===== config.mk =====
export PLATFORM = sky130hd
export DESIGN_NAME = item_gen
export DESIGN_NICKNAME = d
export VERILOG_FILES = /design/src/common/axil_map_pkg.sv /design/src/common/hdc_pkg.sv /design/src/itemgen/item_gen.sv /design/src/itemgen/xorshift32.sv
export SDC_FILE = /design/constraint.sdc
export NUM_CORES = 1
export LEC_CHECK = 0
export BUFFER_PORTS_ARGS = -buffer_cell sky130_fd_sc_hd__buf_4
export CAP_MARGIN = 10
export CORE_ASPECT_RATIO = 0.7
export CORE_MARGIN = 10
export CORE_UTILIZATION = 60
export DETAILED_ROUTE_END_ITERATION = 8
export GPL_TIMING_DRIVEN = 1
export MAX_ROUTING_LAYER = met4
export PLACE_DENSITY = 0.84
export SETUP_SLACK_MARGIN = 0.2
export SLEW_MARGIN = 20
export SYNTH_ARGS = -nofsm -noshare
export SYNTH_HDL_FRONTEND = slang
export SYNTH_SLANG_ARGS = --single-unit

===== constraint.sdc =====
create_clock -name AXIS_ACLK -period 8.6 [get_ports AXIS_ACLK]
set_input_delay 2.15 -clock AXIS_ACLK [delete_from_list [all_inputs] [get_ports AXIS_ACLK]]
set_output_delay 2.15 -clock AXIS_ACLK [all_outputs]
set_load 0.01 [all_outputs]

===== src/common/axil_map_pkg.sv =====
package axil_map_pkg;

    // register window, bits 11..10 of the address must be zero
    localparam int decode_hi = 10;
    localparam int addr_lsb  = 2;

    localparam logic [decode_hi-1:0] reg_ctrl_off  = 10'h000;
    localparam logic [decode_hi-1:0] reg_count_off = 10'h004;

    // mode register bits and item count width
    localparam int gen_bit = 0;
    localparam int run_bit = 1;
    localparam int count_w = 5;

    // write/read channel FSM states
    localparam logic [2:0] st_idle  = 3'd0;
    localparam logic [2:0] st_addr  = 3'd1;
    localparam logic [2:0] st_data  = 3'd2;
    localparam logic [2:0] st_both  = 3'd3;
    localparam logic [2:0] st_rwait = 3'd4;
    localparam logic [2:0] st_rdata = 3'd5;

endpackage


===== src/common/hdc_pkg.sv =====
package hdc_pkg;

    // hypervector and generator word sizes
    localparam int hv_dim       = 64;
    localparam int word_w       = 32;
    localparam int words_per_hv = hv_dim / word_w;

    // core array and item memory
    localparam int core_num    = 2;
    localparam int item_depth  = 16;
    localparam int item_addr_w = $clog2(item_depth);

    // instruction word, rotate on top and item index below
    localparam int instr_w = 16;
    localparam int rot_lsb = 10;
    localparam int rot_w   = 6;
    localparam int addr_w  = 10;

    // signed per-bit accumulator
    localparam int cnt_w = 8;

    localparam logic [word_w-1:0] xs_seed = 32'h2545F491;

    typedef logic [hv_dim-1:0]       hv_t;
    typedef logic [instr_w-1:0]      instr_t;
    typedef logic signed [cnt_w-1:0] cnt_t;

endpackage

===== src/itemgen/item_gen.sv =====
`timescale 1ns/1ps

module item_gen (
    input  logic                                AXIS_ACLK,
    input  logic                                gen,
    input  logic [axil_map_pkg::count_w-1:0]    item_count,
    output logic                                item_we,
    output logic [hdc_pkg::item_addr_w-1:0]     item_waddr,
    output hdc_pkg::hv_t                        item_wdata,
    output logic                                gen_done
);

    logic [hdc_pkg::word_w-1:0]                  rand_word;
    logic                                        armed;
    logic [$clog2(hdc_pkg::words_per_hv)-1:0]    word_sel;
    logic [axil_map_pkg::count_w-1:0]            item_idx;
    hdc_pkg::hv_t                                hv_q;
    logic                                        last_word;

    xorshift32 prng (
        .AXIS_ACLK (AXIS_ACLK),
        .gen       (gen),
        .rand_word (rand_word)
    );

    // first gen cycle still shows the seed, so skip it
    always_ff @(posedge AXIS_ACLK) begin
        if (!gen) begin
            armed    <= 1'b0;
            word_sel <= '0;
            item_idx <= '0;
        end else begin
            armed <= 1'b1;
            if (armed && last_word) begin
                word_sel <= '0;
                item_idx <= item_idx + 1'b1;
            end else if (armed) begin
                word_sel <= word_sel + 1'b1;
            end
        end
    end

    // word k lands in bits 32k+31..32k
    always_ff @(posedge AXIS_ACLK) begin
        if (armed) begin
            hv_q[word_sel*hdc_pkg::word_w +: hdc_pkg::word_w] <= rand_word;
        end
    end

    // top word goes straight from the generator into the memories
    always_comb begin
        item_wdata = hv_q;
        item_wdata[word_sel*hdc_pkg::word_w +: hdc_pkg::word_w] = rand_word;
    end

    assign last_word  = (int'(word_sel) == hdc_pkg::words_per_hv - 1);
    assign item_we    = gen & armed & last_word;
    assign item_waddr = item_idx[hdc_pkg::item_addr_w-1:0];

    // zero items means done at once
    assign gen_done = gen & ((item_count == '0) |
                             (item_we & (item_idx == item_count - 1'b1)));

endmodule


===== src/itemgen/xorshift32.sv =====
`timescale 1ns/1ps

module xorshift32 (
    input  logic                       AXIS_ACLK,
    input  logic                       gen,
    output logic [hdc_pkg::word_w-1:0] rand_word
);

    logic [hdc_pkg::word_w-1:0] step_a;
    logic [hdc_pkg::word_w-1:0] step_b;
    logic [hdc_pkg::word_w-1:0] step_c;

    // 13/17/5 shift-xor chain
    always_comb begin
        step_a = rand_word ^ (rand_word << 13);
        step_b = step_a ^ (step_a >> 17);
        step_c = step_b ^ (step_b << 5);
    end

    // sits on the seed until gen rises
    always_ff @(posedge AXIS_ACLK) begin
        if (!gen) begin
            rand_word <= hdc_pkg::xs_seed;
        end else begin
            rand_word <= step_c;
        end
    end

endmodule


* After elaboration in Yosys (flattened, before gate mapping)
Cells that the tools add are included.
** Word-level totals
- Bits in registers :: 103
- Output and inout bits :: 70
- Word-level logic and storage cells :: 26
** Cells by class
- $add $sub $neg :: 4
- Equal/unequal tests :: 1
- Shift operators :: 2
- Mux-type cells :: 2
- Bitwise operators :: 9
- Reduce and logical (&&, ||, !) cells :: 3
** Operators by type and width (number)
- bitwise mux 64 bit :: 1
- variable shift 32 x 34 -> 64 bit (first input constant) :: 1
- indexed part select 32 x 34 -> 64 bit :: 1
- bitwise XOR 32 bit :: 2
- negator 6 -> 34 bit :: 1
- bitwise XOR 32 x 15 -> 32 bit :: 1
- adder 5 x 1 -> 5 bit (second input constant) :: 1
- == test 5 bit :: 1
- logical NOT 5 bit :: 1
- subtractor 5 x 1 -> 5 bit (second input constant) :: 1
- bitwise AND 1 bit :: 4
- OR reduction 2 bit :: 1
- adder 1 bit (second input constant) :: 1
- logical AND 1 bit :: 1
- 2-to-1 mux 1 bit :: 1
- inverter 1 bit :: 1
- OR 1 bit :: 1

* Depth between registers and ports, before layout
- Word-level depth :: 5
- Depth in mapped cells :: 6
- Depth with buffers taken out :: 6

* Cells and area by module
Synthesis repeated with hierarchy kept, for this count alone.
** Second synthesis, totals
- Cell total of the unflattened synthesis :: 312
- Area total of the unflattened synthesis :: 4757.1 um^2
** Modules (own cells, without submodules)
- item_gen :: instances 1, cells an instance 185, area an instance 3141.8 um^2
- xorshift32 :: instances 1, cells an instance 127, area an instance 1615.3 um^2

* Worst setup path after synthesis
OpenSTA, ideal clock, no wires.
- Kind :: input-to-output
- Start point :: input port item_count[0] in the netlist's numbering
- End point :: output port gen_done
- Arrival time :: 3.081 ns
- Data required time :: 6.450 ns
- Slack :: 3.369 ns
- Stages on the path :: 6
- Buffers on the path :: 0
- Cells stage by stage :: inv_1 -> ha_1 -> xor2_1 -> a41oi_1 -> o22ai_1 -> and3_1
** On the way
- Cells in the longest elaborated chain, start to end :: 5
- Elaborated cells between the ends (all ways) :: 6
** Ends and longest elaborated chain
- start, declared :: RTL line item_gen.sv:6 : input logic [axil_map_pkg::count_w-1:0] item_count,
- subtractor 5 x 1 -> 5 bit :: RTL line item_gen.sv:62 : (item_we & (item_idx == item_count - 1'b1)));
- == test 5 bit :: RTL line item_gen.sv:62
- bitwise AND 1 bit :: RTL line item_gen.sv:62
- OR 1 bit * :: RTL line item_gen.sv:61 : assign gen_done = gen & ((item_count == '0) |
- bitwise AND 1 bit * :: RTL line item_gen.sv:61
- end, declared :: RTL line item_gen.sv:10 : output logic gen_done
Every way passes the cells marked *; elsewhere a longest branch is shown, timed or not.

* Worst setup path in the final report
Same ends and word-level chain as after synthesis.

==> key figures <==
Global routing
  • Largest net degree at the start of global routing: 67
  • Global-route wire length before repair: 14100 um
  • Total grt overflow: 0
  • Initial antenna violation count: 0
  • GR Util All Layers: 16.0%
  • Vias in the first global route: 2703

Setup path
  • Worst Path Arrival: 3390 ps
  • Critical path fanouts, max: 3
  • Family with the most delay on the worst path: simple AND/OR/NAND/NOR gates
  • Most used cell, CP: buf_4
  • Crit Path Class: in -> out
  • CP endpoint kind: output port
  • R2R cell count: 5
  • Slack of the worst reg-to-reg path: around 6500 ps
  • Crit-path slowest cell: nor3b_2
  • CP cell instances: buf_4 > inv_1 > ha_1 > nor3b_2 > xnor2_1 > o22ai_1 > and3_1 > buf_4
  • Critical path data required time: 6450 ps
  • CP peak stage delay: 310 ps
  • CP startpoint kind: input pin
  • Crit path buffers/inverters: 3
  • Number of stages on the worst setup path: 8

Timing
  • Worst-Margin Slew: approximately 830 ps
  • Max Clk Rate: approximately 0.18 GHz
  • Final min period: 5540 ps
  • Max Slew Vio Count: 0
  • Worst slew margin: roughly 45%
  • Setup TNS: 0 ps
  • Fin. Hold Viols: 0
  • Unrepaired setup endpoints after global routing: false
  • Final setup violation count: 0
  • Final setup skew: 11.8 ps
  • Fin crit share: 64.5%

CTS
  • CTS max path bufs: 2
  • Clk slew on worst S/H paths: 90 ps
  • CTS root buf: clkbuf_8
  • CTS Buf Count: 9
  • Post-CTS Setup Inserts: 0
  • Cts hold-fix bufs: 0
  • Htree depth: 3
  • Worst-Skew Late Latency: around 360 ps
  • Post-cts sizing count: 0
  • Sink Count: 103
  • CTS tree: yes

Placement
  • DP Cell Count: 474
  • Post-DP HPWL: between 6000 and 7000 um
  • GP Congestion: 0.817
  • Port bufs: 76

Pwr
  • Leakage power: 2.03 nW
  • Max VDD drop: 0.176 mV
  • Pwr/cell area: 363 nW/um^2

Route
  • WL per Instance: approximately 17 um
  • WL final: 8450 um
  • First-pass DRT Iterations: 4
  • Via density: 5.18
  • Antenna viol nets, final: 0
  • Vias: approximately 2500
  • DRC: 0
  • DRC violation total after the first TritonRoute iteration: about 150

Floorplanning
  • Core Rows: 26
  • Die width: between 100 and 150 um
  • Die area: 11500 um^2
  • Die height: 92.7 um
  • Placeable Area: 7320 um^2
  • I/O pin count: 77
  • Initial core utilization: 61.9%

Yosys
  • Mapped Nets: roughly 320
  • Top FF cell, synth: edfxtp_1
  • Synthesized flop and latch total: 103
  • Unique cell type count in the Yosys netlist: 25
  • Mapped Area: roughly 4500 um^2
  • Mean post-synth cell area: 14.5 um^2
  • Number of synthesized flops with an enable pin: 64
  • Sequential share of the synthesized area: 59.7%
  • Synth Instances: 313
  • Synth Warn #: 0
  • Asr flop ratio synth: 0%

Status
  • Status: complete, no violations

Cells and area
  • Leading cell types in the layout, fill and taps excluded: buf_4 (78), mux2_2 (64), edfxtp_1 (64), xnor2_1 (40), dfxtp_1 (37)
  • Nets@finish: 396
  • Ant diodes: 0
  • Most common cell after layout, fill and taps aside: buf_4
  • Total of fill cells in the finished design: roughly 510
  • Number of non-filler instances in the completed layout: around 500
  • Multi-input combinational cell area: about 1700 um^2
  • Register area: 2710 um^2
  • Layout cells sized above 1: 43.9%
  • Layout area overhead: 17.6%

Flow run
  • Max-cap viol count: 0

Hold path
  • Hold path depth: 1
  • Hold Crit Class: reg -> reg
-- worst reg2reg max path: stages, from the launching register on --
cell     delay [ps]
dfxtp_2         710
buf_4           540
and2_1          380
nand4_1         150
xor2_1          140
nor2_1           50
-- cell usage after synthesis, drive strengths merged (3+ instances only) --
cell type | instances | share of area, %
clkbuf | 3 | 0.25
xnor2 | 45 | 9.5
xor2 | 27 | 6.4
nand4 | 3 | 0.41
nand2 | 14 | 1.2
nor2 | 19 | 1.6
mux2 | 64 | 16
and2 | 7 | 0.97
edfxtp | 64 | 42
buf | 12 | 1.5
dfxtp | 39 | 17
inv | 4 | 0.33
-- final cells by class --
cell class              instances  area share, %
clock buffers                  11           2.47
clock inverters                 5          0.681
well taps                      98           2.30
multi-input cells             191           32.5
repair buffers                 78           11.0
flip-flops and latches        103           50.8
inverters                       4          0.282
-- metal layers --
metal | vias up | global-route usage (%) | part of all wire (%)
li1 | 1232 | - | -
met1 | 1238 | 20.2 | 46
met2 | 55 | 24.4 | 47
met3 | 12 | 4.79 | 4.7
met4 | 0 | 4.84 | 1.4
met5 | - | - | 0
-- per-stage QoR --
step / power [mW] / hold slack [ps] / util, % / instance area (um^2) / setup slack (ps)
2_1_floorplan: 1.41 / 522 / - / 4530 / 3370
3_3_place_gp: 1.66 / 550 / 70.5 / 5160 / 3140
3_5_place_dp: 1.69 / 555 / 70.5 / 5160 / 3100
4_1_cts: 1.96 / 578 / 72.8 / 5330 / 3090
5_1_grt: 2.08 / 592 / 72.8 / 5330 / 2970
6_report: 1.93 / 573 / 72.8 / 5330 / 3060
-- report_power, final --
group	switching, mW	internal [mW]	leakage, nW	total [mW]
Combinational	0.404	0.469	1.01	0.873
Clock	0.162	0.106	0.0755	0.267
Sequential	0.109	0.683	0.946	0.792
-- worst paths after layout --
check / from / to
min: hv_q[4] / hv_q[4]
min reg2reg: hv_q[4] / hv_q[4]
max reg2reg: last_word / item_idx[3]
max: item_count[0] / gen_done
-- cells by family (layout without fill, tap and decap cells) --
| logic type | after synthesis | after routing | share of synthesized area (%) |
|---|---|---|---|
| compound gates | 4 | 4 | 0.691 |
| xor+xnor | 72 | 72 | 15.9 |
| flops | 103 | 103 | 59.7 |
| simple gates | 48 | 48 | 4.94 |
| buf+inv | 19 | 98 | 2.13 |
| mux | 65 | 65 | 16.1 |
| fa+ha+maj | 2 | 2 | 0.552 |
-- sequential cells by signal (all words and copies together), names as in the netlist --
signal          count
hv_q               64
prng.rand_word     32
item_idx            5
armed               1
last_word           1
(Power assumes the default switching activity.)
