File: config.mk
export PLATFORM = sky130hd
export DESIGN_NAME = stream_ctrl_flat
export DESIGN_NICKNAME = d
export VERILOG_FILES = /design/src/common/hdc_pkg.sv /design/src/common/encode_if.sv /design/src/encoder/stream_ctrl.sv /design/src/flat_wrapper.sv
export SDC_FILE = /design/constraint.sdc
export NUM_CORES = 1
export LEC_CHECK = 0
export BUFFER_PORTS_ARGS = -buffer_cell sky130_fd_sc_hd__buf_4
export CORE_AREA = 2 2 128 130
export CTS_CLUSTER_SIZE = 12
export DETAILED_ROUTE_END_ITERATION = 10
export DIE_AREA = 0 0 130 132
export GPL_ROUTABILITY_DRIVEN = 0
export PLACE_DENSITY = 0.39
export SYNTH_ARGS = -nofsm -noshare
export SYNTH_HDL_FRONTEND = slang
export SYNTH_SLANG_ARGS = --single-unit
File: constraint.sdc
create_clock -name AXIS_ACLK -period 1.4 [get_ports AXIS_ACLK]
set_input_delay 0.14 -clock AXIS_ACLK [delete_from_list [all_inputs] [get_ports AXIS_ACLK]]
set_output_delay 0.14 -clock AXIS_ACLK [all_outputs]
set_load 0.1 [all_outputs]
File: src/common/hdc_pkg.sv
package hdc_pkg;

    // hypervector and generator word sizes
    localparam int hv_dim       = 64;
    localparam int word_w       = 32;
    localparam int words_per_hv = hv_dim / word_w;

    // core array and item memory
    localparam int core_num    = 2;
    localparam int item_depth  = 16;
    localparam int item_addr_w = $clog2(item_depth);

    // instruction word, rotate on top and item index below
    localparam int instr_w = 16;
    localparam int rot_lsb = 10;
    localparam int rot_w   = 6;
    localparam int addr_w  = 10;

    // signed per-bit accumulator
    localparam int cnt_w = 8;

    localparam logic [word_w-1:0] xs_seed = 32'h2545F491;

    typedef logic [hv_dim-1:0]       hv_t;
    typedef logic [instr_w-1:0]      instr_t;
    typedef logic signed [cnt_w-1:0] cnt_t;

endpackage
File: src/common/encode_if.sv
`timescale 1ns/1ps

interface encode_if;

    // input beat accepted this cycle, all cores' instructions
    logic                                    beat_take;
    hdc_pkg::instr_t [hdc_pkg::core_num-1:0] instr;

    // stage-2 flags
    logic acc_en;
    logic acc_last;

    // sign vectors, each core drives its own slice
    wire hdc_pkg::hv_t [hdc_pkg::core_num-1:0] result;

    modport ctrl (
        output beat_take, output instr, output acc_en, output acc_last,
        input  result
    );

    modport core (
        input  beat_take, input instr, input acc_en, input acc_last,
        output result
    );

endinterface

File: src/encoder/stream_ctrl.sv
`timescale 1ns/1ps

module stream_ctrl (
    input  logic                                          AXIS_ACLK,
    input  logic                                          run,
    input  logic                                          gen,
    input  logic [hdc_pkg::core_num*hdc_pkg::instr_w-1:0] S_AXIS_TDATA,
    input  logic                                          S_AXIS_TLAST,
    input  logic                                          S_AXIS_TVALID,
    output logic                                          S_AXIS_TREADY,
    output logic [hdc_pkg::core_num*hdc_pkg::hv_dim-1:0]  M_AXIS_TDATA,
    output logic                                          M_AXIS_TVALID,
    input  logic                                          M_AXIS_TREADY,
    encode_if.ctrl                                        enc
);

    logic s1_valid;
    logic s1_last;
    logic pending;
    logic out_fire;

    // input stalls from a last beat until its result has left
    assign S_AXIS_TREADY = run & ~gen & ~pending;
    assign enc.beat_take = S_AXIS_TVALID & S_AXIS_TREADY;
    assign enc.instr     = S_AXIS_TDATA;

    assign out_fire     = M_AXIS_TVALID & M_AXIS_TREADY;
    assign M_AXIS_TDATA = enc.result;

    // ------------------------------
    // stage flags and output hold
    // ------------------------------
    always_ff @(posedge AXIS_ACLK) begin
        if (!run) begin
            s1_valid      <= 1'b0;
            s1_last       <= 1'b0;
            enc.acc_en    <= 1'b0;
            enc.acc_last  <= 1'b0;
            pending       <= 1'b0;
            M_AXIS_TVALID <= 1'b0;
        end else begin
            s1_valid     <= enc.beat_take;
            s1_last      <= enc.beat_take & S_AXIS_TLAST;
            enc.acc_en   <= s1_valid;
            enc.acc_last <= s1_last;

            if (enc.beat_take && S_AXIS_TLAST) begin
                pending <= 1'b1;
            end else if (out_fire) begin
                pending <= 1'b0;
            end

            // result register loads on the same edge
            if (enc.acc_en && enc.acc_last) begin
                M_AXIS_TVALID <= 1'b1;
            end else if (out_fire) begin
                M_AXIS_TVALID <= 1'b0;
            end
        end
    end

endmodule

File: src/flat_wrapper.sv
// flat-port wrapper written by rule: the top's interface ports become plain ports
module stream_ctrl_flat 
  (AXIS_ACLK, run, gen, S_AXIS_TDATA, S_AXIS_TLAST, S_AXIS_TVALID, S_AXIS_TREADY, M_AXIS_TDATA, M_AXIS_TVALID, M_AXIS_TREADY, enc_beat_take, enc_instr, enc_acc_en, enc_acc_last, enc_result);
  encode_if enc_i ();
  input  logic AXIS_ACLK;
  input  logic run;
  input  logic gen;
  input  logic [hdc_pkg::core_num*hdc_pkg::instr_w-1:0] S_AXIS_TDATA;
  input  logic S_AXIS_TLAST;
  input  logic S_AXIS_TVALID;
  output logic S_AXIS_TREADY;
  output logic [hdc_pkg::core_num*hdc_pkg::hv_dim-1:0] M_AXIS_TDATA;
  output logic M_AXIS_TVALID;
  input  logic M_AXIS_TREADY;
  output wire logic [$bits(enc_i.beat_take)-1:0] enc_beat_take;
  output wire logic [$bits(enc_i.instr)-1:0] enc_instr;
  output wire logic [$bits(enc_i.acc_en)-1:0] enc_acc_en;
  output wire logic [$bits(enc_i.acc_last)-1:0] enc_acc_last;
  input wire logic [$bits(enc_i.result)-1:0] enc_result;
  assign enc_beat_take = enc_i.beat_take;
  assign enc_instr = enc_i.instr;
  assign enc_acc_en = enc_i.acc_en;
  assign enc_acc_last = enc_i.acc_last;
  assign enc_i.result = enc_result;
  stream_ctrl u_core (.AXIS_ACLK(AXIS_ACLK), .run(run), .gen(gen), .S_AXIS_TDATA(S_AXIS_TDATA), .S_AXIS_TLAST(S_AXIS_TLAST), .S_AXIS_TVALID(S_AXIS_TVALID), .S_AXIS_TREADY(S_AXIS_TREADY), .M_AXIS_TDATA(M_AXIS_TDATA), .M_AXIS_TVALID(M_AXIS_TVALID), .M_AXIS_TREADY(M_AXIS_TREADY), .enc(enc_i));
endmodule
* Word-level counts from Yosys, hierarchy flattened
Index checks and enable logic that the tools add are counted.
** Storage, ports and cells
- Flip-flop bits (word level) :: 6
- Bits of input ports :: 166
- Word-level logic and storage cells :: 20
** Operators by class
- Muxes and demuxes :: 3
- Bitwise operators :: 7
- Reduce and logical (&&, ||, !) cells :: 4
** Operator list (count)
- $and 1x1->1 :: 5
- $reduce_bool 2->1 :: 2
- $mux 1 :: 3
- $logic_and 1x1->1 :: 2
- $not 1->1 :: 2

* Depth between registers and ports, before layout
Gate-level depths: netlist (run 1).
- Word-level depth :: 6
- Depth in mapped cells :: 2

* Least setup slack after synthesis (run 1)
OpenSTA, ideal clock, no wires.
- Kind :: flip-flop to output port
- From :: register u_core.pending
- To :: output S_AXIS_TREADY
- Arrival :: 2.519 ns
- Data required time :: 1.260 ns
- Path slack :: -1.259 ns
- Cell stages (with the launch flop) :: 2
- Buffers on the path :: 0
- Path through :: dfxtp_1 nor3b_1
** On the way
- Longest elaborated chain between the ends :: 2
** RTL lines
- start: declaration :: RTL line stream_ctrl.sv:19 : logic pending;
- start signal: assignment :: RTL line stream_ctrl.sv:39 : pending <= 1'b0;
- start signal: assignment :: RTL line stream_ctrl.sv:48 : pending <= 1'b1;
- start signal: assignment :: RTL line stream_ctrl.sv:50 : pending <= 1'b0;
- $not 1->1 :: RTL line stream_ctrl.sv:23 : assign S_AXIS_TREADY = run & ~gen & ~pending;
- $and 1x1->1 :: RTL line stream_ctrl.sv:23
- end: declaration :: RTL line flat_wrapper.sv:11 : output logic S_AXIS_TREADY;
No other way between the ends.

* Final worst setup path (run 1)
- From :: register u_core.pending
- To :: output enc_beat_take
** On the way
- Longest elaborated chain between the ends :: 3
** RTL lines
- $not 1->1 :: RTL line stream_ctrl.sv:23
- $and 1x1->1 :: RTL line stream_ctrl.sv:23
- $and 1x1->1 :: RTL line stream_ctrl.sv:24 : assign enc.beat_take = S_AXIS_TVALID & S_AXIS_TREADY;
- end: declaration :: RTL line flat_wrapper.sv:15 : output wire logic [$bits(enc_i.beat_take)-1:0] enc_beat_take;
No other way between the ends.

==> flow_summary_export.csv, run 1 <==
group,metric,value,unit
power,switchingPower,0.0001389,W
floorplan,ioPinCount,331,
final_layout,n_antenna_cell,0,
worst_setup_path,worstPathArrival,1.17,ns
hold_path,min_path_type,"primary input to flop",
clock_tree,cts.clk_slew.worst_paths,0.03,ns
floorplan,core_area,15710,um2
grt,overflow,0,
placement,port_buffers,10,
sta,final.min_clock_period,1.312,ns
worst_setup_path,crit_path_start_kind,"flop",
synth,yosysTopAreaCell,"buf_4",
route,wl,3.381,mm
final_layout,final_cell_area,639.4,um2
sta,slew_headroom,0.8018,
grt,grt_pass1_wl,3.960,mm
synth,yosysTopAreaCellShare,0.8533,
route,routed_via_density,1.654,
synth,syn-num-nets,343,
route,post_drt_wl_per_cell,13.74,um
synth,yosys_warnings,0,
synth,ys_ff_latch,6,
worst_setup_path,path_delay_family,"flip-flops",
clock_tree,postCtsHoldBufs,0,
worst_setup_path,cp_max_fo,4,
route,drc_errors,0,
floorplan,fp.dieW,130,um
final_layout,syn2layout_area_growth,-54.58,%
worst_setup_path,timing.rr.end,"u_core.pending",
clock_tree,cts.sinks,6,
hold_path,hold_start,"S_AXIS_TLAST",
synth,synth.avg_cell_area,7.953,um2
clock_tree,root_buffer,"clkbuf_16",
power,comb_power_share,0.096,
grt,antenna_found_initial,0,
sta,fin_crit_sh,0.9370,
sta,grt_setup_unrepaired,"false",
synth,syn_inst,177,
power,swShare,0.1966,
clock_tree,cts.path.max_buffers,2,
hold_path,whs_endpoint,"u_core.s1_last",
power,p_int,0.0005674,W
final_layout,layout-drive-gt1-share,0.5333,
clock_tree,cts_setup_buffers,0,
clock_tree,cts_made_buffers,3,
worst_setup_path,ff2ff_setup_slack,0.48,ns
synth,yosys-top-cells-area,"buf_4 (85%), dfxtp_1 (8.5%), and2_1 (1.3%), and4bb_4 (1.2%), and4bb_1 (0.89%)",
sta,finalSetupViolCount,0,
worst_setup_path,cp-end-kind,"primary output",
floorplan,initial_utilization,0.08958,
final_layout,finalNetCount,198,
sta,max_freq,762.3,MHz
floorplan,die_h,132,um
grt,grt_pass1_vias,472,
route,postRouteAntennaNets,0,
grt,grt_usage,0.03564,
worst_setup_path,worstSetupPathType,"flop to primary output",
hold_path,hold_path_depth,2,
placement,dpl_worst_slack,0.3269,ns
clock_tree,cts_resized,0,
clock_tree,insertion_delay,0.23,ns
floorplan,row_count,46,
grt,grt_max_degree,8,
final_layout,fillerInstances,1846,
status,status,"finished, final reports clean",
worst_setup_path,cp.required,1.26,ns
power,seqPwrFrac,0.255,
synth,synth_area,1408,um2
worst_setup_path,r2r_cells,2,
route,drtIter0Drc,7,
sta,setup_slack,0.08814,ns
worst_setup_path,path_cells,"and4bb_4 > buf_4",
job,drv_cap,0,
power,p_clk_frac,0.649,
clock_tree,cts_tree,"yes",
worst_setup_path,slowest_delay,0.34,ns
synth,synth_cell_types,10,
route,firstDrtPassIters,2,
sta,slew_violations,0,
power,leakage,0.1676,nW
sta,tns,0,ns
worst_setup_path,path_buf_inv,1,
final_layout,fin_util,0.04069,
power,powerDensity,1105,nW/um2
worst_setup_path,crit_slowest_cell,"dfxtp_1",
route,via_count,407,
sta,worst_pin_slew,0.2998,ns
power,vdd_drop_max,292.4,uV
floorplan,dieArea,17160,um2
placement,placed_cell_area,564.3,um2
clock_tree,ctsHtreeMaxLevel,1,
sta,skew,0.0002986,ns
sta,hold_viol,0,
worst_setup_path,r2r-start,"u_core.pending",
synth,ys_seq_area_frac,0.08533,
[power by group through the flow]
| stage | registers (W) | logic, W | clock network, W |
|---|---|---|---|
| 6_report | 0.000180 | 0.0000677 | 0.000458 |
| 5_1_grt | 0.000181 | 0.0000718 | 0.000483 |
| 4_1_cts | 0.000180 | 0.0000692 | 0.000466 |
| 3_5_place_dp | 0.000183 | 0.0000691 | 0 |
| 3_3_place_gp | 0.000183 | 0.0000686 | 0 |
| 2_1_floorplan | 0.000192 | 0.00219 | 0 |
[stage by stage]
| stage | cells | power [W] | hold WS (ns) |
|---|---|---|---|
| 3_3_place_gp | 243 | 0.0002513 | 0.2807 |
| 5_1_grt | 246 | 0.0007356 | 0.1305 |
| 2_1_floorplan | 177 | 0.002382 | 0.2617 |
| 3_5_place_dp | 243 | 0.0002520 | 0.2807 |
| 4_1_cts | 246 | 0.0007157 | 0.1304 |
| 6_report | 246 | 0.0007063 | 0.1309 |
[per-layer routing]
layer,GRT usage,up-vias,part of all wire
li1,-,87,-
met1,0.01246,128,0.13
met2,0.03607,104,0.31
met3,0.04221,88,0.30
met4,0.08901,0,0.26
met5,0,-,0
[sequential cells by signal, indices dropped and copies added (netlist names)]
signal	count
u_core.M_AXIS_TVALID	1
u_core.enc.acc_en	1
u_core.enc.acc_last	1
u_core.pending	1
u_core.s1_last	1
u_core.s1_valid	1
[how the worst max path moves through the flow]
stage                              start            end  cells after the start  slack [ns]
final                     u_core.pending  enc_beat_take                      2        0.09
after global routing      u_core.pending  enc_beat_take                      2        0.06
after CTS                 u_core.pending  enc_beat_take                      2        0.08
after detailed placement  u_core.pending  enc_beat_take                      2        0.33
after global placement    u_core.pending  enc_beat_take                      2        0.33
after floorplan           u_core.pending  S_AXIS_TREADY                      1        0.08
[kinds of logic (layout without fill, tap and decap cells)]
logic type | after synthesis | in the layout | synth area share
compound gates | 2 | 2 | 0.01245
flops | 6 | 6 | 0.08534
buf+inv | 160 | 13 | 0.8533
simple gates | 9 | 9 | 0.04890
[area by class of cell]
cell class / count / area, um2 / share of cell area
clock buffers: 3 / 75.07 / 0.1174
well taps: 216 / 270.3 / 0.4227
multi-input cells: 11 / 97.59 / 0.1526
flip-flops and latches: 6 / 121.4 / 0.1898
repair buffers: 10 / 75.07 / 0.1174
[cells in the final DEF (no fill, tap or decap), drive strengths merged]
master | netlist | routed
a21boi | 1 | 1
a32o | 1 | 1
and2 | 3 | 3
and4bb | 2 | 2
buf | 160 | 10
clkbuf | 0 | 3
dfxtp | 6 | 6
nand2 | 2 | 2
nand2b | 1 | 1
nor3b | 1 | 1
[Yosys cell counts]
cell        n
buf_4     160
dfxtp_1     6
nor3b_1     1
a21boi_1    1
nand2b_1    1
nand2_1     2
and4bb_1    1
a32o_1      1
and2_1      3
and4bb_4    1
No activity file was read; power rests on OpenSTA's default activity.
==> inputs of run 2 (changes only) <==
--- a/config.mk
+++ b/config.mk
@@ -6,12 +6,15 @@
 export NUM_CORES = 1
 export LEC_CHECK = 0
 export BUFFER_PORTS_ARGS = -buffer_cell sky130_fd_sc_hd__buf_4
-export CORE_AREA = 2 2 128 130
+export CELL_PAD_IN_SITES_DETAIL_PLACEMENT = 2
+export CELL_PAD_IN_SITES_GLOBAL_PLACEMENT = 2
+export CORE_AREA = 2 2 129 131
 export CTS_CLUSTER_SIZE = 12
 export DETAILED_ROUTE_END_ITERATION = 10
-export DIE_AREA = 0 0 130 132
+export DIE_AREA = 0 0 131 133
 export GPL_ROUTABILITY_DRIVEN = 0
-export PLACE_DENSITY = 0.39
+export PLACE_DENSITY = 0.88
+export REMOVE_ABC_BUFFERS = 1
 export SYNTH_ARGS = -nofsm -noshare
 export SYNTH_HDL_FRONTEND = slang
 export SYNTH_SLANG_ARGS = --single-unit
==> flow_summary_export.csv, run 2 (same netlist as run 1, synthesis figures left out) <==
group,metric,value,unit
placement,dpl_worst_slack,0.3368,ns
floorplan,row_count,47,
clock_tree,postCtsHoldBufs,0,
worst_setup_path,worstSetupPathType,"flop to primary output",
worst_setup_path,ff2ff_setup_slack,0.52,ns
route,post_drt_wl_per_cell,106.9,um
route,met2_length,15.78,mm
floorplan,initial_utilization,0.08704,
final_layout,finalNetCount,198,
sta,tns,0,ns
final_layout,final_cell_area,631.9,um2
floorplan,ioPinCount,331,
clock_tree,insertion_delay,0.23,ns
route,drtIter0Drc,63,
worst_setup_path,cp_max_fo,4,
placement,port_buffers,10,
grt,grt_max_degree,8,
grt,antenna_found_initial,0,
hold_path,min_path_type,"primary input to flop",
clock_tree,cts.sinks,6,
sta,slew_headroom,0.7855,
sta,setup_slack,0.1015,ns
sta,finalSetupViolCount,0,
route,wl,26.72,mm
clock_tree,cts_made_buffers,3,
status,status,"finished, final reports clean",
route,met1_length,1.174,mm
grt,grt_pass1_vias,578,
grt,grt_pass1_wl,28.10,mm
final_layout,syn2layout_area_growth,-55.11,%
job,drv_cap,0,
route,top_layer,"met4",
worst_setup_path,cp-end-kind,"primary output",
clock_tree,cts_setup_buffers,0,
route,firstDrtPassIters,4,
clock_tree,cts_tree,"yes",
clock_tree,cts_resized,0,
floorplan,die_h,133,um
clock_tree,root_buffer,"clkbuf_16",
final_layout,final_cell_mix,"buf_4 (10), dfxtp_1 (6), and2_1 (3), clkbuf_16 (3), nand2_1 (2)",
power,power.total,0.0007114,W
final_layout,fillerInstances,1929,
sta,grt_setup_unrepaired,"false",
floorplan,fp.dieW,131,um
power,powerDensity,1126,nW/um2
worst_setup_path,worstPathArrival,1.16,ns
route,postRouteAntennaNets,0,
route,via_count,711,
route,routed_via_density,2.844,
clock_tree,cts.clk_slew.worst_paths,0.03,ns
sta,hold_viol,0,
sta,max_freq,770.1,MHz
floorplan,dieArea,17420,um2
grt,grt_usage,0.2993,
route,drc_errors,0,
final_layout,layout-drive-gt1-share,0.4667,
final_layout,final_common_cell,"buf_4",
worst_setup_path,cp.required,1.26,ns
sta,final.min_clock_period,1.298,ns
worst_setup_path,crit_path_start_kind,"flop",
clock_tree,ctsHtreeMaxLevel,1,
clock_tree,cts.path.max_buffers,2,
placement,placed_cell_area,556.8,um2
floorplan,core_area,16170,um2
route,dr_wl_met3,7.895,mm
final_layout,n_antenna_cell,0,
final_layout,fin_util,0.03907,
grt,overflow,0,
power,leakage,0.1636,nW
sta,worst_pin_slew,0.3245,ns
sta,fin_crit_sh,0.9275,
power,vdd_drop_max,487.6,uV
sta,slew_violations,0,
sta,skew,0.002042,ns
-- run 2: changes by cell type in the layout (fill, tap and decap cells not counted) --
cell / before / now
dfxtp_1: 5 / 6
dfxtp_2: 1 / 0
nor3b_1: 0 / 1
nor3b_4: 1 / 0
-- run 2: final timing paths --
| check | depth (start not counted) | end | from |
|---|---|---|---|
| worst min-delay path | 2 | u_core.pending | S_AXIS_TLAST |
| worst min register to register | 1 | u_core.enc.acc_en | u_core.s1_valid |
| worst max register to register | 2 | u_core.pending | u_core.pending |
| worst max-delay path | 2 | enc_beat_take | u_core.pending |
-- run 2: stage by stage --
| step | instances | hold slack [ns] |
|---|---|---|
| 2_1_floorplan | 17 | 0.2617 |
| 4_1_cts | 250 | 0.1309 |
| 5_1_grt | 250 | 0.1514 |
| 6_report | 250 | 0.1298 |
| 3_5_place_dp | 247 | 0.2824 |
| 3_3_place_gp | 247 | 0.2824 |
-- run 2: power by group --
group          leakage [nW]  internal (W)  switching [W]
sequential           0.0488      0.000177     0.00000286
clock                0.0370      0.000367       0.000100
combinational        0.0779     0.0000219      0.0000420
-- run 2: critical path, stage by stage, from the launching register on --
cell and delay, ns:
dfxtp_1 0.32, and4bb_4 0.31, buf_4 0.29
-- run 2: layout make-up --
cell class / count / area (um2) / share of cell area
tap: 220 / 275.3 / 0.4356
sequential: 6 / 120.1 / 0.1901
multi-input combinational: 11 / 86.33 / 0.1366
clock buffer: 3 / 75.07 / 0.1188
timing repair buffer: 10 / 75.07 / 0.1188
-- run 2: layer usage --
metal | up-vias | global-route usage
li1 | 86 | -
met1 | 226 | 0.03373
met2 | 339 | 0.6212
met3 | 60 | 0.4242
met4 | 0 | 0.1584
met5 | - | 0
