==> src/common/axil_map_pkg.sv <==
package axil_map_pkg;

    // register window, bits 11..10 of the address must be zero
    localparam int decode_hi = 10;
    localparam int addr_lsb  = 2;

    localparam logic [decode_hi-1:0] reg_ctrl_off  = 10'h000;
    localparam logic [decode_hi-1:0] reg_count_off = 10'h004;

    // mode register bits and item count width
    localparam int gen_bit = 0;
    localparam int run_bit = 1;
    localparam int count_w = 5;

    // write/read channel FSM states
    localparam logic [2:0] st_idle  = 3'd0;
    localparam logic [2:0] st_addr  = 3'd1;
    localparam logic [2:0] st_data  = 3'd2;
    localparam logic [2:0] st_both  = 3'd3;
    localparam logic [2:0] st_rwait = 3'd4;
    localparam logic [2:0] st_rdata = 3'd5;

endpackage

==> src/control/axil_ctrl.sv <==
`timescale 1ns/1ps

module axil_ctrl (
    input  logic                             AXIS_ACLK,
    input  logic                             S_AXI_ARESETN,
    input  logic [31:0]                      S_AXI_AWADDR,
    input  logic                             S_AXI_AWVALID,
    output logic                             S_AXI_AWREADY,
    input  logic [31:0]                      S_AXI_WDATA,
    input  logic                             S_AXI_WVALID,
    output logic                             S_AXI_WREADY,
    output logic                             S_AXI_BVALID,
    input  logic                             S_AXI_BREADY,
    input  logic [31:0]                      S_AXI_ARADDR,
    input  logic                             S_AXI_ARVALID,
    output logic                             S_AXI_ARREADY,
    output logic [31:0]                      S_AXI_RDATA,
    output logic                             S_AXI_RVALID,
    input  logic                             S_AXI_RREADY,
    input  logic                             gen_done,
    output logic                             gen,
    output logic                             run,
    output logic [axil_map_pkg::count_w-1:0] item_count
);

    logic [2:0]                                                  state;
    logic [axil_map_pkg::decode_hi+1:axil_map_pkg::addr_lsb]     waddr_q;
    logic [axil_map_pkg::decode_hi+1:axil_map_pkg::addr_lsb]     raddr_q;
    logic [31:0]                                                 wdata_q;
    logic [axil_map_pkg::decode_hi-1:0]                          woff;
    logic [axil_map_pkg::decode_hi-1:0]                          roff;
    logic                                                        wr_ctrl;
    logic                                                        wr_count;
    logic                                                        rd_hit;
    logic [31:0]                                                 rd_word;

    // a read is only taken when no write is offered
    assign S_AXI_AWREADY = (state == axil_map_pkg::st_idle) | (state == axil_map_pkg::st_data);
    assign S_AXI_WREADY  = (state == axil_map_pkg::st_idle) | (state == axil_map_pkg::st_addr);
    assign S_AXI_ARREADY = (state == axil_map_pkg::st_idle) & ~S_AXI_AWVALID & ~S_AXI_WVALID;
    assign S_AXI_BVALID  = (state == axil_map_pkg::st_both);
    assign S_AXI_RVALID  = (state == axil_map_pkg::st_rdata);

    // ------------------------------
    // channel FSM
    // ------------------------------
    always_ff @(posedge AXIS_ACLK) begin
        if (!S_AXI_ARESETN) begin
            state <= axil_map_pkg::st_idle;
        end else begin
            case (state)
                axil_map_pkg::st_idle: begin
                    if (S_AXI_AWVALID & S_AXI_WVALID) begin
                        state <= axil_map_pkg::st_both;
                    end else if (S_AXI_AWVALID) begin
                        state <= axil_map_pkg::st_addr;
                    end else if (S_AXI_WVALID) begin
                        state <= axil_map_pkg::st_data;
                    end else if (S_AXI_ARVALID) begin
                        state <= axil_map_pkg::st_rwait;
                    end
                end
                axil_map_pkg::st_addr: if (S_AXI_WVALID) state <= axil_map_pkg::st_both;
                axil_map_pkg::st_data: if (S_AXI_AWVALID) state <= axil_map_pkg::st_both;
                axil_map_pkg::st_both: if (S_AXI_BREADY) state <= axil_map_pkg::st_idle;
                axil_map_pkg::st_rwait: state <= axil_map_pkg::st_rdata;
                axil_map_pkg::st_rdata: if (S_AXI_RREADY) state <= axil_map_pkg::st_idle;
                default: state <= axil_map_pkg::st_idle;
            endcase
        end
    end

    // address and data latches
    always_ff @(posedge AXIS_ACLK) begin
        if (S_AXI_AWVALID & S_AXI_AWREADY) begin
            waddr_q <= S_AXI_AWADDR[axil_map_pkg::decode_hi+1:axil_map_pkg::addr_lsb];
        end
        if (S_AXI_WVALID & S_AXI_WREADY) begin
            wdata_q <= S_AXI_WDATA;
        end
        if (S_AXI_ARVALID & S_AXI_ARREADY) begin
            raddr_q <= S_AXI_ARADDR[axil_map_pkg::decode_hi+1:axil_map_pkg::addr_lsb];
        end
        if (state == axil_map_pkg::st_rwait) begin
            S_AXI_RDATA <= rd_word;
        end
    end

    // ------------------------------
    // register decode
    // ------------------------------
    assign woff = {waddr_q[axil_map_pkg::decode_hi-1:axil_map_pkg::addr_lsb],
                   {axil_map_pkg::addr_lsb{1'b0}}};
    assign roff = {raddr_q[axil_map_pkg::decode_hi-1:axil_map_pkg::addr_lsb],
                   {axil_map_pkg::addr_lsb{1'b0}}};

    // write takes effect once, when the response is accepted
    assign wr_ctrl  = (state == axil_map_pkg::st_both) & S_AXI_BREADY &
                      (waddr_q[axil_map_pkg::decode_hi+1:axil_map_pkg::decode_hi] == 2'b00) &
                      (woff == axil_map_pkg::reg_ctrl_off);
    assign wr_count = (state == axil_map_pkg::st_both) & S_AXI_BREADY &
                      (waddr_q[axil_map_pkg::decode_hi+1:axil_map_pkg::decode_hi] == 2'b00) &
                      (woff == axil_map_pkg::reg_count_off);
    assign rd_hit   = (raddr_q[axil_map_pkg::decode_hi+1:axil_map_pkg::decode_hi] == 2'b00);

    // unmapped offsets read back as zero
    always_comb begin
        rd_word = '0;
        if (rd_hit && roff == axil_map_pkg::reg_ctrl_off) begin
            rd_word[axil_map_pkg::gen_bit] = gen;
            rd_word[axil_map_pkg::run_bit] = run;
        end else if (rd_hit && roff == axil_map_pkg::reg_count_off) begin
            rd_word[axil_map_pkg::count_w-1:0] = item_count;
        end
    end

    always_ff @(posedge AXIS_ACLK) begin
        if (!S_AXI_ARESETN) begin
            gen        <= 1'b0;
            run        <= 1'b0;
            item_count <= '0;
        end else begin
            if (wr_ctrl) begin
                gen <= wdata_q[axil_map_pkg::gen_bit];
                run <= wdata_q[axil_map_pkg::run_bit];
            end else if (gen_done) begin
                gen <= 1'b0;
            end
            if (wr_count) begin
                item_count <= wdata_q[axil_map_pkg::count_w-1:0];
            end
        end
    end

endmodule

==> config.mk <==
export PLATFORM = sky130hd
export DESIGN_NAME = axil_ctrl
export DESIGN_NICKNAME = d
export VERILOG_FILES = /design/src/common/axil_map_pkg.sv /design/src/control/axil_ctrl.sv
export SDC_FILE = /design/constraint.sdc
export NUM_CORES = 1
export LEC_CHECK = 0
export ABC_CLOCK_PERIOD_IN_PS = 4500
export BUFFER_PORTS_ARGS = -buffer_cell sky130_fd_sc_hd__buf_2
export CAP_MARGIN = 20
export CORE_MARGIN = 2
export CORE_UTILIZATION = 41
export CTS_CLUSTER_DIAMETER = 150
export DETAILED_ROUTE_END_ITERATION = 8
export GPL_TIMING_DRIVEN = 1
export PLACE_DENSITY_LB_ADDON = 0.12
export RECOVER_POWER = 50
export REMOVE_ABC_BUFFERS = 1
export SLEW_MARGIN = 5
export SYNTH_ARGS = -nofsm -noshare
export SYNTH_HDL_FRONTEND = slang
export SYNTH_SLANG_ARGS = --single-unit
export TNS_END_PERCENT = 5
==> constraint.sdc <==
create_clock -name AXIS_ACLK -period 4.5 [get_ports AXIS_ACLK]
set_input_delay 0.9 -clock AXIS_ACLK [delete_from_list [all_inputs] [get_ports AXIS_ACLK]]
set_output_delay 0.9 -clock AXIS_ACLK [all_outputs]
set_load 0.1 [all_outputs]
After elaboration in Yosys (flattened, before gate mapping)
Index checks and enable logic that the tools add are counted.

Flip-flop bits (word level): 40. Output and inout bits: 44.

Eq/ne operators: 12. Mux-type cells: 13. Bitwise operators: 15. Reduce and logical (&&, ||, !) cells: 10.

Operators with widths (number): $mux 3 (8); $logic_not 10->1 (2); $pmux 3 s6 (1); $eq 8x1->1 const B (2); $and 1x1->1 (10); $eq 3x2->1 const B (2); $eq 3x3->1 const B (2); $ne 5x4->1 const B (1); $reduce_and 5->1 (1); $logic_not 2->1 (2); $mux 2 (2); $ne 2x1->1 const B (2); $ne 2x2->1 const B (2); $eq 3x1->1 const B (1); $logic_not 3->1 (1); $not 1->1 (3); $logic_and 1x1->1 (2); $mux 1 (2); $or 1x1->1 (2); $reduce_bool 2->1 (1); $reduce_or 2->1 (1).

Longest topological paths before layout
Gate-level depths: netlist of run 1.

Depth in word-level cells: 5. Mapped depth: 4. Depth with buffers taken out: 3.

Worst setup path before layout of run 1
Ideal clock, no wire load.

Path kind: input -> output. Start: input S_AXI_AWVALID. End: output S_AXI_ARREADY. Arrival: 2676 ps. Required time: 3600 ps. Slack: 924 ps. Stages on the path: 2. Path through: or4_1 nor2_1.

Longest elaborated chain between the ends: 3.

RTL lines: start, declared (line axil_ctrl.sv:7) `input logic S_AXI_AWVALID,`; $not 1->1 (line axil_ctrl.sv:40) `assign S_AXI_ARREADY = (state == axil_map_pkg::st_idle) & ~S_AXI_AWVALID & ~S_AXI_WVALID;`; $and 1x1->1 (2 in a row) (line axil_ctrl.sv:40); end, declared (line axil_ctrl.sv:16) `output logic S_AXI_ARREADY,`.

No other way between the ends.

Worst setup path in the final report of run 1
Same ends and word-level chain as after synthesis.

==> impl_metrics.env, run 1 <==
export IMPL_grt_pass1_wl_mm=4.25
export IMPL_cp_end_kind="output port"
export IMPL_grt_pass1_vias=967
export IMPL_maxCapViolCount=0
export IMPL_grt_overflow=0
export IMPL_die_area_um2=4720
export IMPL_fin_crit_ns=2.97
export IMPL_ctsLongestPathBuffers=2
export IMPL_drt_iter0_markers=57
export IMPL_mostFrequentLayoutCell="buf_2"
export IMPL_path_clk_slew_ns=0.07
export IMPL_vias=1050
export IMPL_grt_max_degree=16
export IMPL_syn_inst=132
export IMPL_dpl_cell_area_um2=1910
export IMPL_ys_ff_latch=40
export IMPL_final_cell_area_um2=1980
export IMPL_synth_largest_area_cell="edfxtp_1"
export IMPL_die_w_um=68.7
export IMPL_rows=23
export IMPL_synth_top_area_frac=0.525
export IMPL_hold_viol=0
export IMPL_synth_cell_types=27
export IMPL_routedWlPerCell_um=11.6
export IMPL_clock_root_buffer="clkbuf_8"
export IMPL_postRouteAntennaNets=0
export IMPL_drt_wl_total_mm=2.73
export IMPL_cts_hold_buf=0
export IMPL_min_path_type="reg2reg"
export IMPL_worst_slew_pin_slew_ns=0.859
export IMPL_fin_crit_sh=0.660
export IMPL_antenna_diode_count=0
export IMPL_synthToLayoutAreaGrowth_pct=15.6
export IMPL_io_pin_count=148
export IMPL_status="finished clean"
export IMPL_gp_congestion=0.731
export IMPL_grt_usage=0.127
export IMPL_p_leak_nw=0.826
export IMPL_cts_buffers=5
export IMPL_final_max_slew_viol_count=0
export IMPL_cts_repair_resized=0
export IMPL_cts_max_level=2
export IMPL_synth_area_leaders="edfxtp_1 (52%), buf_4 (12%), dfxtp_1 (12%), mux2i_1 (5.2%), nand2_1 (2.6%)"
export IMPL_final_util=0.493
export IMPL_critPathRequiredTime_ns=3.60
export IMPL_fillCellCount=368
export IMPL_max_freq_mhz=337
export IMPL_core_um2=4030
export IMPL_ys_seq_area_frac=0.641
export IMPL_die_h_um=68.7
export IMPL_portBuffers=49
export IMPL_peakVddDrop_uv=207
export IMPL_layout_common_cells="buf_2 (45), edfxtp_1 (30), conb_1 (27)"
export IMPL_fin_skew_ns=0.00895
export IMPL_final_setup_viol_count=0
export IMPL_startpoint_type="input port"
export IMPL_cts_tree="yes"
export IMPL_p_per_area_nw_per_um2=404
export IMPL_nets=288
export IMPL_post_route_cells_drive_above_1_share=0.303
export IMPL_relSlewSlack=0.426
export IMPL_viasPerCell=4.47
export IMPL_hpwlAfterDp_mm=2.12
export IMPL_syn_area_um2=1720
export IMPL_cts_setup_buffers=0
export IMPL_hold_ws_ns=0.476
export IMPL_initial_core_util=0.426
export IMPL_clk_latency_ns=0.28
export IMPL_cts_sink_count=40
export IMPL_syn_avg_cell_area_um2=13.0
export IMPL_drc=0
export IMPL_dr_pass1_iters=4
export IMPL_synth_warnings=0
export IMPL_worstPathMaxFanout=3
export IMPL_antenna_found_initial=0
export IMPL_worst_setup_path_type="in2out"
export IMPL_tns_ns=0
export IMPL_cp_arrival_ns=2.07
export IMPL_grt_setup_unrepaired="no"
## Yosys cell counts, drive strengths merged
cell and instances:
and2 3, nand3b 2, nor3 2, buf 27, nand3 2, conb 1, or3 1, o21a 1
nand2 12, nor3b 2, nor2 8, o21ai 2, a311oi 1, dfxtp 10, or4b 1, or3b 1
edfxtp 30, or4 2, nor4 3, inv 2, and3 6, clkbuf 3, mux2i 9, a21oi 1
## per-layer routing
| metal | part of all wire | global-route usage | wire length (um) | vias to the layer above |
|---|---|---|---|---|
| li1 | - | - | - | 516 |
| met1 | 0.42 | 0.142 | 1140 | 453 |
| met2 | 0.43 | 0.209 | 1190 | 75 |
| met3 | 0.13 | 0.0552 | 355 | 6 |
| met4 | 0.018 | 0.0588 | 48 | 0 |
| met5 | 0 | 0 | 0 | - |
## flip-flops by register name (all words and copies together) (netlist names)
name,count
raddr_q,10
waddr_q,10
S_AXI_RDATA,5
item_count,5
wdata_q,5
state,3
gen,1
run,1
## final cells by class
type                            instances  area [um2]  share of cell area
Sequential cell                        40        1100               0.555
Multi-Input combinational cell         86         492               0.248
Timing Repair Buffer                   49         240               0.121
Clock buffer                            7        76.3              0.0385
Tap cell                               50        62.6              0.0315
Inverter                                2        7.51             0.00378
Clock inverter                          1        5.00             0.00252
## report_power, final
| part | internal (mW) | switching (mW) |
|---|---|---|
| Sequential | 0.412 | 0.00759 |
| Clock | 0.109 | 0.110 |
| Combinational | 0.0185 | 0.146 |
## worst paths after layout
| check | slack, ns | cells after the start | endpoint | from |
|---|---|---|---|---|
| max | 1.53 | 4 | S_AXI_ARREADY | S_AXI_AWVALID |
| max reg2reg | 2.64 | 3 | raddr_q[9]$_DFFE_PP_ | state[0]$_SDFFE_PN0P_ |
| min reg2reg | 0.48 | 2 | item_count[3]$_SDFFE_PN0P_ | item_count[3]$_SDFFE_PN0P_ |
| min | 0.48 | 2 | item_count[3]$_SDFFE_PN0P_ | item_count[3]$_SDFFE_PN0P_ |
## logic make-up after synthesis
| kind of cell | share of synthesized area |
|---|---|
| simple gates | 0.157 |
| flops | 0.641 |
| compound gates | 0.0182 |
| buf+inv | 0.129 |
| other cells | 0.00218 |
| mux | 0.0525 |
## critical path, stage by stage
cell      delay [ns]
clkbuf_1        0.09
or4_1           0.51
nor2_1          0.13
buf_2           0.44
## per-stage QoR
step / setup WS (ns) / cells / power, mW
after detailed placement: 1.51 / 227 / 0.592
final: 1.53 / 235 / 0.802
after CTS: 1.50 / 235 / 0.810
after global routing: 1.43 / 235 / 0.834
after global placement: 1.53 / 227 / 0.590
after floorplan: 0.924 / 128 / 0.568
Power figures use the tool's default switching activity.
==> run 2, diff against run 1 <==
--- a/config.mk
+++ b/config.mk
@@ -5,11 +5,12 @@
 export SDC_FILE = /design/constraint.sdc
 export NUM_CORES = 1
 export LEC_CHECK = 0
-export ABC_CLOCK_PERIOD_IN_PS = 4500
+export ABC_AREA = 1
+export ABC_CLOCK_PERIOD_IN_PS = 2400
 export BUFFER_PORTS_ARGS = -buffer_cell sky130_fd_sc_hd__buf_2
 export CAP_MARGIN = 20
 export CORE_MARGIN = 2
-export CORE_UTILIZATION = 41
+export CORE_UTILIZATION = 35
 export CTS_CLUSTER_DIAMETER = 150
 export DETAILED_ROUTE_END_ITERATION = 8
 export GPL_TIMING_DRIVEN = 1
==> constraint.sdc (replaced) <==
create_clock -name AXIS_ACLK -period 2.4 [get_ports AXIS_ACLK]
set_input_delay 0.48 -clock AXIS_ACLK [delete_from_list [all_inputs] [get_ports AXIS_ACLK]]
set_output_delay 0.48 -clock AXIS_ACLK [all_outputs]
set_load 0.1 [all_outputs]
==> impl_metrics.env, run 2 <==
export IMPL_r2r_end="wdata_q[2]$_DFFE_PP_"
export IMPL_clkPwrFrac=0.176
export IMPL_status="finished clean"
export IMPL_worstPathMaxFanout=10
export IMPL_layout_common_cells="buf_2 (49), edfxtp_1 (30), conb_1 (27)"
export IMPL_drc=0
export IMPL_synth_largest_area_cell="edfxtp_1"
export IMPL_swShare=0.465
export IMPL_rr_worst_depth=2
export IMPL_min_path_type="in2reg"
export IMPL_ctsLongestPathBuffers=2
export IMPL_drt_wl_total_mm=3.09
export IMPL_cp_end_kind="output port"
export IMPL_hold_viol=0
export IMPL_fin_crit_ns=2.09
export IMPL_synth_edf_count=30
export IMPL_dp_cells=295
export IMPL_viasPerCell=4.16
export IMPL_syn_avg_cell_area_um2=10.5
export IMPL_post_route_cells_drive_above_1_share=0.300
export IMPL_maxCapViolCount=0
export IMPL_critPathTopFamily="flip-flops"
export IMPL_crit_start="state[0]$_SDFFE_PN0P_"
export IMPL_postRouteAntennaNets=0
export IMPL_mostFrequentLayoutCell="buf_2"
export IMPL_path_clk_slew_ns=0.07
export IMPL_syn_inst=176
export IMPL_fin_skew_ns=0.00835
export IMPL_cts_hold_buf=0
export IMPL_synthToLayoutAreaGrowth_pct=16.6
export IMPL_rows=26
export IMPL_power_total_mw=2.34
export IMPL_clock_root_buffer="clkbuf_8"
export IMPL_cp_slowest_stage_delay_ns=0.58
export IMPL_fin_crit_sh=0.869
export IMPL_path_buf_inv=1
export IMPL_synth_most_common_cell="edfxtp_1"
export IMPL_vias=1259
export IMPL_path_cells="nand3_1, nand2_1, buf_2"
export IMPL_cts_max_level=2
export IMPL_tns_ns=0
export IMPL_worstSetupPathDepth=3
export IMPL_ys_seq_area_frac=0.593
export IMPL_die_w_um=76.8
export IMPL_startpoint_type="flop"
export IMPL_grt_setup_unrepaired="no"
export IMPL_core_um2=5110
export IMPL_cts_tree="yes"
export IMPL_reg2reg_from="state[0]$_SDFFE_PN0P_"
export IMPL_p_leak_nw=0.959
export IMPL_relSlewSlack=0.645
export IMPL_p_int_mw=1.25
export IMPL_grt_max_degree=13
export IMPL_die_h_um=76.8
export IMPL_worst_slew_pin_slew_ns=0.533
export IMPL_synth_cell_types=22
export IMPL_portBuffers=49
export IMPL_grt_usage=0.107
export IMPL_gp_congestion=0.842
export IMPL_power_frac_comb=0.413
export IMPL_async_flop_share=0
export IMPL_synthFlopType="edfxtp_1"
export IMPL_cts_buffers=5
export IMPL_nets=336
export IMPL_cts_repair_resized=0
export IMPL_grt_pass1_wl_mm=4.90
export IMPL_critPathRequiredTime_ns=1.92
export IMPL_dr_pass1_iters=4
export IMPL_synth_area_leaders="edfxtp_1 (49%), buf_4 (11%), dfxtp_1 (11%), nand2_1 (4.6%), nor2_1 (4.6%)"
export IMPL_initial_core_util=0.364
export IMPL_io_pin_count=148
export IMPL_worst_setup_path_type="reg2out"
export IMPL_final_max_slew_viol_count=0
export IMPL_antenna_found_initial=0
export IMPL_finalNonFillerCells=303
export IMPL_antenna_diode_count=0
export IMPL_slowest_stage="dfxtp_1"
export IMPL_hpwlAfterDp_mm=2.40
export IMPL_die_area_um2=5900
export IMPL_cp_arrival_ns=1.61
export IMPL_endpoint="S_AXI_WREADY"
export IMPL_final_setup_viol_count=0
export IMPL_p_switching_mw=1.09
export IMPL_reg_top3="raddr_q (10), waddr_q (10)"
export IMPL_grt_overflow=0
export IMPL_cts_sink_count=40
export IMPL_routedWlPerCell_um=10.2
export IMPL_clk_latency_ns=0.28
export IMPL_synth_warnings=0
export IMPL_max_freq_mhz=479
export IMPL_p_per_area_nw_per_um2=1080
export IMPL_syn_area_um2=1860
export IMPL_fillCellCount=504
export IMPL_cts_setup_buffers=0
export IMPL_synth_top_area_frac=0.485
export IMPL_peakVddDrop_uv=950
export IMPL_seq_power_share=0.411
export IMPL_synth_common_cells="edfxtp_1 (30), buf_4 (27), nand2_1 (23), nor2_1 (23), nand3_1 (14)"
export IMPL_drt_iter0_markers=41
export IMPL_grt_pass1_vias=1121
export IMPL_rrSetupSlack_ns=0.77
export IMPL_ys_ff_latch=40
## run 2: cell types whose count changed in the layout (fill, tap and decap cells not counted), sizes merged, moves of 5 or more
| cell | delta |
|---|---|
| a21oi | +10 |
| and3 | -5 |
| buf | +5 |
| inv | +11 |
| mux2i | -9 |
| nand2 | +16 |
| nand3 | +13 |
| nand4 | +6 |
| nor2 | +20 |
## run 2: area by class of cell
| type | count | area, um2 | share of cell area |
|---|---|---|---|
| well taps | 70 | 87.6 | 0.0404 |
| flip-flops and latches | 40 | 1100 | 0.508 |
| inverters | 13 | 48.8 | 0.0225 |
| clock inverters | 1 | 5.00 | 0.00231 |
| repair buffers | 51 | 256 | 0.118 |
| clock buffers | 7 | 76.3 | 0.0352 |
| multi-input cells | 121 | 591 | 0.273 |
## run 2: power by group through the flow
stage	registers, mW	clock network (mW)	logic [mW]
after floorplan	1.03	0	0.773
after global placement	0.976	0	0.979
after detailed placement	0.979	0	0.977
after CTS	0.963	0.431	0.980
after global routing	0.977	0.466	1.03
final	0.963	0.412	0.969
## run 2: cells by family (layout without fill, tap and decap cells)
group | Yosys count | after routing | synth area share
compound gates | 11 | 11 | 0.0296
flops | 40 | 40 | 0.593
simple gates | 83 | 83 | 0.234
buf+inv | 41 | 72 | 0.142
other cells | 1 | 27 | 0.00202
## run 2: through the flow
| stage | setup slack (ns) | util | hold WS [ns] | area (um2) |
|---|---|---|---|---|
| after floorplan | 0.0671 | - | 0.519 | 1740 |
| after global placement | 0.461 | 0.409 | 0.476 | 2090 |
| after CTS | 0.299 | 0.425 | 0.352 | 2170 |
| after global routing | 0.219 | 0.424 | 0.344 | 2170 |
| after detailed placement | 0.466 | 0.409 | 0.479 | 2090 |
| final | 0.314 | 0.424 | 0.365 | 2170 |
## run 2: per-layer routing
metal	vias up	routed length (um)	track usage
met1	551	1420	0.129
met4	0	50	0.0582
met2	53	1380	0.167
met3	6	248	0.0376
met5	-	0	0
li1	649	-	-
## run 2: worst reg2reg max path, cell delays in order, from the launching register on
cell	delay, ns
dfxtp_1	0.58
nand3_1	0.22
a21oi_1	0.46
## run 2: how the worst min path moves through the flow
stage | start | to | slack [ns] | depth (start not counted)
after floorplan | wdata_q[2]$_DFFE_PP_ | item_count[2]$_SDFFE_PN0P_ | 0.52 | 2
after global placement | item_count[2]$_SDFFE_PN0P_ | item_count[2]$_SDFFE_PN0P_ | 0.48 | 2
after detailed placement | item_count[3]$_SDFFE_PN0P_ | item_count[3]$_SDFFE_PN0P_ | 0.48 | 2
after CTS | S_AXI_ARADDR[3] | raddr_q[3]$_DFFE_PP_ | 0.35 | 1
after global routing | S_AXI_ARADDR[5] | raddr_q[5]$_DFFE_PP_ | 0.34 | 1
final | S_AXI_ARADDR[9] | raddr_q[9]$_DFFE_PP_ | 0.36 | 1
==> run 3, diff against run 2 <==
--- a/config.mk
+++ b/config.mk
@@ -6,18 +6,17 @@
 export NUM_CORES = 1
 export LEC_CHECK = 0
 export ABC_AREA = 1
-export ABC_CLOCK_PERIOD_IN_PS = 2400
+export ABC_CLOCK_PERIOD_IN_PS = 2700
 export BUFFER_PORTS_ARGS = -buffer_cell sky130_fd_sc_hd__buf_2
 export CAP_MARGIN = 20
 export CORE_MARGIN = 2
-export CORE_UTILIZATION = 35
+export CORE_UTILIZATION = 42
 export CTS_CLUSTER_DIAMETER = 150
 export DETAILED_ROUTE_END_ITERATION = 8
 export GPL_TIMING_DRIVEN = 1
 export PLACE_DENSITY_LB_ADDON = 0.12
 export RECOVER_POWER = 50
 export REMOVE_ABC_BUFFERS = 1
-export SLEW_MARGIN = 5
 export SYNTH_ARGS = -nofsm -noshare
 export SYNTH_HDL_FRONTEND = slang
 export SYNTH_SLANG_ARGS = --single-unit
==> constraint.sdc (replaced) <==
create_clock -name AXIS_ACLK -period 2.7 [get_ports AXIS_ACLK]
set_input_delay 0.54 -clock AXIS_ACLK [delete_from_list [all_inputs] [get_ports AXIS_ACLK]]
set_output_delay 0.54 -clock AXIS_ACLK [all_outputs]
set_load 0.1 [all_outputs]
==> impl_metrics.env, run 3 (synthesized netlist as in run 2, its figures left out) <==
export IMPL_portBuffers=49
export IMPL_min_path_type="in2reg"
export IMPL_cp_slowest_stage_delay_ns=0.58
export IMPL_grt_busiest_layer="met2"
export IMPL_dr_pass1_iters=5
export IMPL_fin_ws_ns=0.562
export IMPL_dpl_cell_area_um2=2070
export IMPL_clkPwrFrac=0.278
export IMPL_startpoint_type="flop"
export IMPL_rows=24
export IMPL_drc=0
export IMPL_viasPerCell=4.49
export IMPL_power_frac_comb=0.362
export IMPL_worstPathMaxFanout=10
export IMPL_die_h_um=70.5
export IMPL_cts_setup_buffers=0
export IMPL_fin_crit_sh=0.792
export IMPL_grt_overflow=0
export IMPL_rrSetupSlack_ns=1.08
export IMPL_clock_root_buffer="clkbuf_8"
export IMPL_routedWlPerCell_um=10.5
export IMPL_die_w_um=70.5
export IMPL_path_clk_slew_ns=0.08
export IMPL_maxCapViolCount=0
export IMPL_power_total_mw=2.38
export IMPL_hold_path_cell_count=1
export IMPL_final_max_slew_viol_count=0
export IMPL_cts_tree="yes"
export IMPL_p_leak_nw=0.992
export IMPL_met1_usage=0.156
export IMPL_mostFrequentLayoutCell="buf_2"
export IMPL_grtUsageMet2=0.193
export IMPL_cts_sink_count=40
export IMPL_cts_buffers=5
export IMPL_rr_worst_depth=2
export IMPL_final_cell_area_um2=2220
export IMPL_cts_hold_buf=0
export IMPL_finalNonFillerCells=285
export IMPL_grt_setup_unrepaired="no"
export IMPL_relSlewSlack=0.648
export IMPL_reg_top3="raddr_q (10), waddr_q (10)"
export IMPL_worst_setup_path_type="reg2out"
export IMPL_dp_cells=277
export IMPL_p_per_area_nw_per_um2=1070
export IMPL_fillCellCount=392
export IMPL_grt_pass1_wl_mm=4.76
export IMPL_layout_common_cells="buf_2 (48), edfxtp_1 (30), conb_1 (27)"
export IMPL_vias=1279
export IMPL_p_switching_mw=0.985
export IMPL_cts_repair_resized=0
export IMPL_die_area_um2=4970
export IMPL_antenna_found_initial=0
export IMPL_clk_latency_ns=0.29
export IMPL_fin_crit_ns=2.14
export IMPL_fin_skew_ns=0.00437
export IMPL_ctsLongestPathBuffers=2
export IMPL_grt_use_met3=0.0476
export IMPL_tns_ns=0
export IMPL_path_cells="nand3_1, nand2_1, buf_2"
export IMPL_core_um2=4290
export IMPL_critPathRequiredTime_ns=2.16
export IMPL_pre_cts_ws_ns=0.638
export IMPL_drt_iter0_markers=73
export IMPL_hpwlAfterDp_mm=2.37
export IMPL_synthToLayoutAreaGrowth_pct=19.5
export IMPL_status="finished clean"
export IMPL_grt_pass1_vias=1103
export IMPL_initial_core_util=0.432
export IMPL_swShare=0.414
export IMPL_max_freq_mhz=468
export IMPL_cp_arrival_ns=1.60
export IMPL_post_route_cells_drive_above_1_share=0.305
export IMPL_hold_ws_ns=0.419
export IMPL_p_int_mw=1.40
export IMPL_antenna_diode_count=0
export IMPL_worst_slew_pin_slew_ns=0.529
export IMPL_seq_power_share=0.360
export IMPL_cp_end_kind="output port"
export IMPL_peakVddDrop_uv=1130
export IMPL_grt_max_degree=14
export IMPL_gp_congestion=0.788
export IMPL_nets=336
export IMPL_hold_viol=0
export IMPL_drt_wl_total_mm=3.00
export IMPL_slowest_stage="dfxtp_1"
export IMPL_postRouteAntennaNets=0
export IMPL_final_util=0.517
export IMPL_io_pin_count=148
export IMPL_final_setup_viol_count=0
export IMPL_cts_max_level=2
export IMPL_grt_usage=0.128
## run 3: path summary, 6_finish.rpt
check | to | from
setup reg to reg | wdata_q[4]$_DFFE_PP_ | state[0]$_SDFFE_PN0P_
hold reg to reg | item_count[1]$_SDFFE_PN0P_ | item_count[1]$_SDFFE_PN0P_
hold / removal | raddr_q[9]$_DFFE_PP_ | S_AXI_ARADDR[9]
setup / recovery | S_AXI_WREADY | state[0]$_SDFFE_PN0P_
## run 3: cell type report
class                      count  area [um2]  share of cell area
sequential                    40        1100               0.496
multi-input combinational    121         591               0.266
timing repair buffer          51         255               0.115
clock inverter                 3        90.1              0.0406
clock buffer                   5        68.8              0.0310
tap                           52        65.1              0.0293
inverter                      13        48.8              0.0220
## run 3: routing by layer
| metal | share of wire | wire [um] |
|---|---|---|
| met3 | 0.11 | 317 |
| met1 | 0.41 | 1240 |
| met4 | 0.025 | 74 |
| met5 | 0 | 0 |
| met2 | 0.46 | 1370 |
## run 3: worst max-delay path, delay by kind of cell (launching register included)
kind                   cells  cell delay (ns)
and+or+nand+nor            2             0.30
buffers and inverters      1             0.42
DFF                        1             0.58
## run 3: power groups by stage
| stage | Combinational, mW | Clock, mW | Sequential [mW] |
|---|---|---|---|
| 4_1_cts | 0.874 | 0.673 | 0.856 |
| 6_report | 0.863 | 0.662 | 0.856 |
| 3_3_place_gp | 0.867 | 0 | 0.867 |
| 2_1_floorplan | 0.687 | 0 | 0.915 |
| 3_5_place_dp | 0.873 | 0 | 0.868 |
| 5_1_grt | 0.928 | 0.698 | 0.867 |
